===== src/rtl/mii_tx_pkg.sv =====
/*
 * MII transmit path shared definitions.
 * Sizes, register map and the structs passed between blocks.
 */
package mii_tx_pkg;

	////////////////////////////////
	// sizes and defaults
	////////////////////////////////

	// fifo address width, one extra bit is used for the fill level.
	localparam int fifo_addr_w = 7;
	localparam int fifo_depth = 1 << fifo_addr_w;

	// gap length after reset, in phy_tx_clk cycles.
	localparam logic [4:0] ifg_default = 5'd24;

	// register map.
	localparam logic [1:0] reg_ctrl = 2'd0;
	localparam logic [1:0] reg_ifg = 2'd1;
	localparam logic [1:0] reg_status = 2'd2;

	////////////////////////////////
	// register word views
	////////////////////////////////

	// control register layout, can_tx in bit 0.
	typedef struct packed {
		logic [5:0] rsvd;
		logic clear;
		logic can_tx;
	} ctrl_view_t;

	// gap register layout, length in the low five bits.
	typedef struct packed {
		logic [2:0] rsvd;
		logic [4:0] ifg_len;
	} ifg_view_t;

	// one write word, decoded by the target address.
	typedef union packed {
		ctrl_view_t ctrl;
		ifg_view_t ifg;
	} cfg_word_u;

	// host register write.
	typedef struct packed {
		logic stb;
		logic [1:0] addr;
		cfg_word_u wdata;
	} cfg_wr_t;

	// settings handed to the transmit engine.
	typedef struct packed {
		logic can_tx;
		logic [4:0] ifg_len;
	} tx_cfg_t;

	// phy side of the mii transmit interface.
	typedef struct packed {
		logic en;
		logic [3:0] data;
	} mii_tx_t;

endpackage

===== src/rtl/mii_tx_top.sv =====
/*
 * MII transmit path top level.
 * Connects the byte fifo, the register block and the nibble engine.
 */
module mii_tx_top (
	input logic phy_tx_clk,
	input logic tx_rst2,
	input logic wr_stb,
	input logic [7:0] wr_data,
	output logic full,
	input mii_tx_pkg::cfg_wr_t cfg_wr,
	input logic [1:0] cfg_raddr,
	output logic [7:0] cfg_rdata,
	output mii_tx_pkg::mii_tx_t mii
);

	// settings from the registers to the engine.
	mii_tx_pkg::tx_cfg_t cfg;

	logic fifo_clear;
	logic [mii_tx_pkg::fifo_addr_w:0] fifo_level;
	logic [7:0] fifo_head;
	logic fifo_empty;
	logic fifo_pop;

	tx_byte_fifo u_fifo (
		.phy_tx_clk(phy_tx_clk),
		.tx_rst2(tx_rst2),
		.wr_stb(wr_stb),
		.wr_data(wr_data),
		.full(full),
		.clear(fifo_clear),
		.pop(fifo_pop),
		.head(fifo_head),
		.empty(fifo_empty),
		.level(fifo_level)
	);

	tx_cfg_regs u_regs (
		.phy_tx_clk(phy_tx_clk),
		.tx_rst2(tx_rst2),
		.cfg_wr(cfg_wr),
		.cfg_raddr(cfg_raddr),
		.cfg_rdata(cfg_rdata),
		.level(fifo_level),
		.cfg(cfg),
		.clear(fifo_clear)
	);

	// engine pulls from the fifo head.
	mii_nibble_tx u_engine (
		.phy_tx_clk(phy_tx_clk),
		.tx_rst2(tx_rst2),
		.cfg(cfg),
		.head(fifo_head),
		.empty(fifo_empty),
		.pop(fifo_pop),
		.mii(mii)
	);

endmodule


===== src/rtl/mii_nibble_tx.sv =====
/*
 * MII transmit engine.
 * Sends each fifo byte as two nibbles, low first, and spaces bursts by the gap.
 */
module mii_nibble_tx (
	input logic phy_tx_clk,
	input logic tx_rst2,
	input mii_tx_pkg::tx_cfg_t cfg,
	input logic [7:0] head,
	input logic empty,
	output logic pop,
	output mii_tx_pkg::mii_tx_t mii
);

	// high while the second nibble of a byte is on the wire.
	logic hi_phase;
	// upper half of the byte in flight.
	logic [3:0] hi_nib;
	// set while the previous byte slot was transmitted.
	logic tx_prev;
	// interframe gap down counter.
	logic [4:0] gap_cnt;

	logic en_q;
	logic [3:0] data_q;
	logic start;

	////////////////////////////////
	// byte boundary decision
	////////////////////////////////

	// only evaluated when no byte is half sent.
	assign start = cfg.can_tx & ~empty & (gap_cnt == '0);

	// take the head byte as its low nibble goes out.
	assign pop = ~hi_phase & start;

	////////////////////////////////
	// control state
	////////////////////////////////

	always_ff @(posedge phy_tx_clk) begin
		if (tx_rst2) begin
			hi_phase <= 1'b0;
			tx_prev <= 1'b0;
			en_q <= 1'b0;
			gap_cnt <= '0;
		end else begin
			if (~hi_phase) begin
				// byte boundary.
				en_q <= start;
				hi_phase <= start;
				tx_prev <= start;
			end else begin
				// a started byte is always finished.
				en_q <= 1'b1;
				hi_phase <= 1'b0;
			end

			// burst just ended, arm the gap.
			if (~hi_phase && tx_prev && !start) begin
				gap_cnt <= cfg.ifg_len;
			end else if (gap_cnt != '0) begin
				gap_cnt <= gap_cnt - 1'b1;
			end
		end
	end

	////////////////////////////////
	// nibble datapath
	////////////////////////////////

	always_ff @(posedge phy_tx_clk) begin
		if (~hi_phase) begin
			if (start) begin
				data_q <= head[3:0];
				hi_nib <= head[7:4];
			end
		end else begin
			// stored upper half.
			data_q <= hi_nib;
		end
	end

	assign mii = '{en: en_q, data: data_q};

endmodule


===== src/rtl/tx_cfg_regs.sv =====
/*
 * Transmit configuration registers.
 * Holds enable, gap length and the fifo clear strobe, reads back status.
 */
module tx_cfg_regs (
	input logic phy_tx_clk,
	input logic tx_rst2,
	input mii_tx_pkg::cfg_wr_t cfg_wr,
	input logic [1:0] cfg_raddr,
	output logic [7:0] cfg_rdata,
	input logic [mii_tx_pkg::fifo_addr_w:0] level,
	output mii_tx_pkg::tx_cfg_t cfg,
	output logic clear
);

	logic can_tx_q;
	logic [4:0] ifg_len_q;
	logic clear_q;

	// readback word, built through the same views as the writes.
	mii_tx_pkg::cfg_word_u rd_word;
	logic [7:0] level_sat;

	////////////////////////////////
	// write decode
	////////////////////////////////

	always_ff @(posedge phy_tx_clk) begin
		if (tx_rst2) begin
			can_tx_q <= 1'b0;
			ifg_len_q <= mii_tx_pkg::ifg_default;
			clear_q <= 1'b0;
		end else begin
			// clear is a single cycle strobe.
			clear_q <= 1'b0;
			if (cfg_wr.stb) begin
				case (cfg_wr.addr)
					mii_tx_pkg::reg_ctrl: begin
						// a clear also stops transmission.
						can_tx_q <= cfg_wr.wdata.ctrl.can_tx & ~cfg_wr.wdata.ctrl.clear;
						clear_q <= cfg_wr.wdata.ctrl.clear;
					end
					mii_tx_pkg::reg_ifg: begin
						ifg_len_q <= cfg_wr.wdata.ifg.ifg_len;
					end
					default: begin
					end
				endcase
			end
		end
	end

	assign cfg = '{can_tx: can_tx_q, ifg_len: ifg_len_q};
	assign clear = clear_q;

	////////////////////////////////
	// readback
	////////////////////////////////

	// fill level clipped to the 8-bit data port.
	assign level_sat = (level > 255) ? 8'hff : 8'(level);

	always_comb begin
		rd_word = '0;
		cfg_rdata = '0;
		case (cfg_raddr)
			mii_tx_pkg::reg_ctrl: begin
				rd_word.ctrl.can_tx = can_tx_q;
				cfg_rdata = rd_word;
			end
			mii_tx_pkg::reg_ifg: begin
				rd_word.ifg.ifg_len = ifg_len_q;
				cfg_rdata = rd_word;
			end
			mii_tx_pkg::reg_status: cfg_rdata = level_sat;
			default: cfg_rdata = '0;
		endcase
	end

endmodule


===== src/rtl/tx_byte_fifo.sv =====
/*
 * Transmit byte FIFO, single clock, first word fall through.
 * Head byte is visible while not empty, flushed by a clear pulse.
 */
module tx_byte_fifo (
	input logic phy_tx_clk,
	input logic tx_rst2,
	input logic wr_stb,
	input logic [7:0] wr_data,
	output logic full,
	input logic clear,
	input logic pop,
	output logic [7:0] head,
	output logic empty,
	output logic [mii_tx_pkg::fifo_addr_w:0] level
);

	// storage, no reset needed.
	logic [7:0] mem [mii_tx_pkg::fifo_depth];

	logic [mii_tx_pkg::fifo_addr_w-1:0] wr_ptr;
	logic [mii_tx_pkg::fifo_addr_w-1:0] rd_ptr;
	logic [mii_tx_pkg::fifo_addr_w:0] count;

	logic push_ok;
	logic pop_ok;

	// writes while full are silently dropped.
	assign push_ok = wr_stb & ~full;
	// guard against a pop on an empty fifo.
	assign pop_ok = pop & ~empty;

	////////////////////////////////
	// storage
	////////////////////////////////

	always_ff @(posedge phy_tx_clk) begin
		if (push_ok) begin
			mem[wr_ptr] <= wr_data;
		end
	end

	// head of queue, read combinationally.
	assign head = mem[rd_ptr];

	////////////////////////////////
	// pointers and occupancy
	////////////////////////////////

	always_ff @(posedge phy_tx_clk) begin
		if (tx_rst2 || clear) begin
			wr_ptr <= '0;
			rd_ptr <= '0;
			count <= '0;
		end else begin
			if (push_ok) begin
				wr_ptr <= wr_ptr + 1'b1;
			end
			if (pop_ok) begin
				rd_ptr <= rd_ptr + 1'b1;
			end
			// simultaneous push and pop leave the count unchanged.
			case ({push_ok, pop_ok})
				2'b10: count <= count + 1'b1;
				2'b01: count <= count - 1'b1;
				default: count <= count;
			endcase
		end
	end

	// flags straight from the counter.
	assign full = (count == mii_tx_pkg::fifo_depth);
	assign empty = (count == '0);
	assign level = count;

endmodule


===== config.mk =====
export PLATFORM = sky130hd
export DESIGN_NAME = mii_tx_top
export DESIGN_NICKNAME = d
export VERILOG_FILES = /design/src/rtl/mii_tx_pkg.sv /design/src/rtl/mii_tx_top.sv /design/src/rtl/mii_nibble_tx.sv /design/src/rtl/tx_cfg_regs.sv /design/src/rtl/tx_byte_fifo.sv
export SDC_FILE = /design/constraint.sdc
export NUM_CORES = 1
export LEC_CHECK = 0
export BUFFER_PORTS_ARGS = -buffer_cell sky130_fd_sc_hd__buf_2
export CAP_MARGIN = 20
export CORE_ASPECT_RATIO = 0.6
export CORE_MARGIN = 10
export CORE_UTILIZATION = 40
export CTS_BUF_LIST = sky130_fd_sc_hd__clkbuf_2
export CTS_CLUSTER_DIAMETER = 120
export DETAILED_ROUTE_END_ITERATION = 16
export GPL_TIMING_DRIVEN = 0
export PLACE_DENSITY_LB_ADDON = 0.2
export SYNTH_ARGS = -nofsm -noshare
export SYNTH_HDL_FRONTEND = slang
export SYNTH_HIERARCHICAL = 1
export SYNTH_SLANG_ARGS = --single-unit

===== constraint.sdc =====
create_clock -name phy_tx_clk -period 5.6 [get_ports phy_tx_clk]
set_input_delay 0.28 -clock phy_tx_clk [delete_from_list [all_inputs] [get_ports phy_tx_clk]]
set_output_delay 0.28 -clock phy_tx_clk [all_outputs]
set_load 0.005 [all_outputs]

==> metrics.txt <==
initial antenna violation count 7; Total Die Area ~120000 sq um; static leakage 14.9 nW; power per cell area 304 nW/um^2; area grow syn2layout 12.0%; Reg area ~32000 sq um; Final Hold Violating Endpoints 0; synth warn 6; worst hold path depth 4; worst skew pair latency 1.60 ns; EDFF count, synth slightly above 1000; Hold Crit Start wr_data[4]; DRT antenna net count 0; DRC viols 0; Tot Pwr 14.3 mW; minimum clock period about 4.9 ns; crit share post-route 0.878; vias per inst 5.61; multi-input logic area 9440 sq um; TritonCTS clock tree yes; MaxCap Viol Count 0; CTS root buffer clkbuf_2; RSZ-0062 raised after global routing no; WHS 0.285 ns; CP Capture Type register; top post-synthesis cells by count edfxtp_1, mux4_2, nor2_1; Design Area, Final ~47000 sq um; port bufs 34; CORE AREA ~100000 sq um; CP startpoint kind register; cells on worst reg2reg path 18; fill count 8962; Synth top area share 0.738; peak supply drop 0.198 mV; Clock Skews 0.156 ns; WL/cell 27.6 um; first-pass GRT wire length 162000 um; post-synth net total 2226; pin count of the biggest net entering global routing between 90 and 100; initial DRC count 2910; Slew Limit Fails 0; deepest clock path buffer count 3; total CTS buffers 234; drt first pass iters 5; most numerous cell in the Yosys netlist edfxtp_1; post-synthesis cell area 42000 sq um; postcts setup bufs 0; dominant cells by area after synthesis edfxtp_1, mux4_2, mux2i_1, dfxtp_1, nor2_1; CTS Sinks 1076; status completed; clk slew on worst S/H paths around 0.12 ns; number of global-route vias before repair 23300; RR Endpoint u_fifo/level[6]; die width 438 um; DP HPWL approximately 74000 um; Hold Crit Endpoint u_fifo/mem[42][4]; biggest area consumer among synthesized cells edfxtp_1; I/O pins 38; Seq cells post-synth between 1000 and 1500; Post-Syn Instances 2196; Initial Utilization 0.406; Detailed Route WL 114000 um; CP Data Required Time 6.92 ns; nets 2563; setup TNS 0 ns; Avg Inst Size Synth 19.1 sq um; Async SR Flop Fraction 0; vias 23100; unique cell type count in the Yosys netlist 65; H-tree Lvls 4; FF-to-FF Start u_fifo/level[0]; Global Route Usage Sum 0.189; Hold WC Path Type input port to register; R2R setup slack 0.68 ns; WP data arrival 6.24 ns; final setup fails 0; fraction of layout instances using a drive strength above 1 0.270; placed cell areas roughly 44000 sq um; GPL Wtd Cong about 0.84; Max-slew headroom 0.278; row count 91; sequential area share after synthesis 0.759; Critical Setup Path Class register to register; Chip Height 271 um; crit path max fanout 10; worst-margin pin slew approximately 1.1 ns; Max Fclk roughly 0.20 GHz; gr ovfl total 0; Primary FF master, synth edfxtp_1
-- critical path: stages, from the launching register on --
cell and delay [ns]:
dfxtp_1 0.57, nor4_4 0.11, and3_1 0.20, nand2b_1 0.20, or3_4 0.37, or2_4 0.25, inv_1 0.32, inv_1 0.13
a31oi_2 0.39, ha_1 0.37, buf_2 0.26, xor2_1 0.09, ha_1 0.22, a21oi_1 0.27, o21ai_0 0.18, a2111o_1 0.46
a21oi_1 0.18, xnor2_1 0.14, nor2_1 0.06
-- flip-flops by register name, indices dropped and copies added (netlist names), named ones only --
signal	count
u_engine/hi_phase	1
u_regs/clear	1
u_engine/data_q	4
u_regs/can_tx_q	1
u_engine/tx_prev	1
u_regs/ifg_len_q	5
u_engine/hi_nib	4
u_engine/gap_cnt	5
u_fifo/rd_ptr	7
u_fifo/wr_ptr	7
u_fifo/mem	1024
u_engine/en_q	1
u_fifo/level	8
-- cells by family after synthesis --
kind of cell             after synthesis  share of synthesized area
AND/OR/NAND/NOR                      396                     0.0428
multiplexers                         334                      0.137
adder cells (fa/ha/maj)                6                    0.00179
AO/OA/AOI/OAI                        230                     0.0387
XOR/XNOR                              22                    0.00459
flip-flops                          1076                      0.759
buffers and inverters                132                     0.0163
-- per-stage QoR --
step	instances	utilization	setup slack, ns
floorplan	2196	-	1.60
global placement	3625	0.424	0.851
detailed placement	3634	0.427	0.781
CTS	4114	0.454	0.704
global route	4119	0.454	0.326
finish	4120	0.454	0.682
-- per-layer routing --
layer,global-route usage,routed length [um]
met1,0.286,52300
met2,0.247,45700
met3,0.0703,13300
met4,0.0589,2140
met5,0,21
-- where the power goes --
part	switching [mW]	internal (mW)	leakage (nW)
logic	0.318	0.170	3.61
clock network	3.05	1.89	1.69
registers	0.0281	8.83	9.63
-- area by class of cell --
cell class,count,area share
flip-flops and latches,1076,0.678
multi-input cells,988,0.201
clock buffers,372,0.0396
well taps,1395,0.0371
repair buffers,101,0.0238
plain buffers,124,0.0139
clock inverters,50,0.00623
inverters,8,0.000639
diodes,6,0.000319
-- what timing repair did --
action	CTS	global route
resized for setup	0	0
endpoints found under the hold margin	1200	0
hold buffers	58	0
-- how the worst max path moves through the flow --
stage,startpoint,to,slack [ns],depth (start not counted)
floorplan,u_engine/gap_cnt[0],u_fifo/level[6],1.60,18
global placement,u_fifo/level[0],u_fifo/level[6],0.85,18
CTS,u_fifo/level[0],u_fifo/level[6],0.70,18
finish,u_fifo/level[0],u_fifo/level[6],0.68,18
global route,u_fifo/level[0],u_fifo/level[6],0.33,18
detailed placement,u_fifo/level[0],u_fifo/level[6],0.78,18
-- cells in the final DEF (no fill, tap or decap), types with 39 or more instances in the layout --
cell type and instances:
a211oi_1 56, a22oi_1 67, buf_2 77, clkbuf_1 39, clkbuf_2 372, dfxtp_1 44, dlygate4sd3_1 50, edfxtp_1 1032
mux2i_1 138, mux4_2 192, nand2_1 116, nor2_1 171, o22ai_1 59
Note: power is estimated with default switching activity, not from simulation.
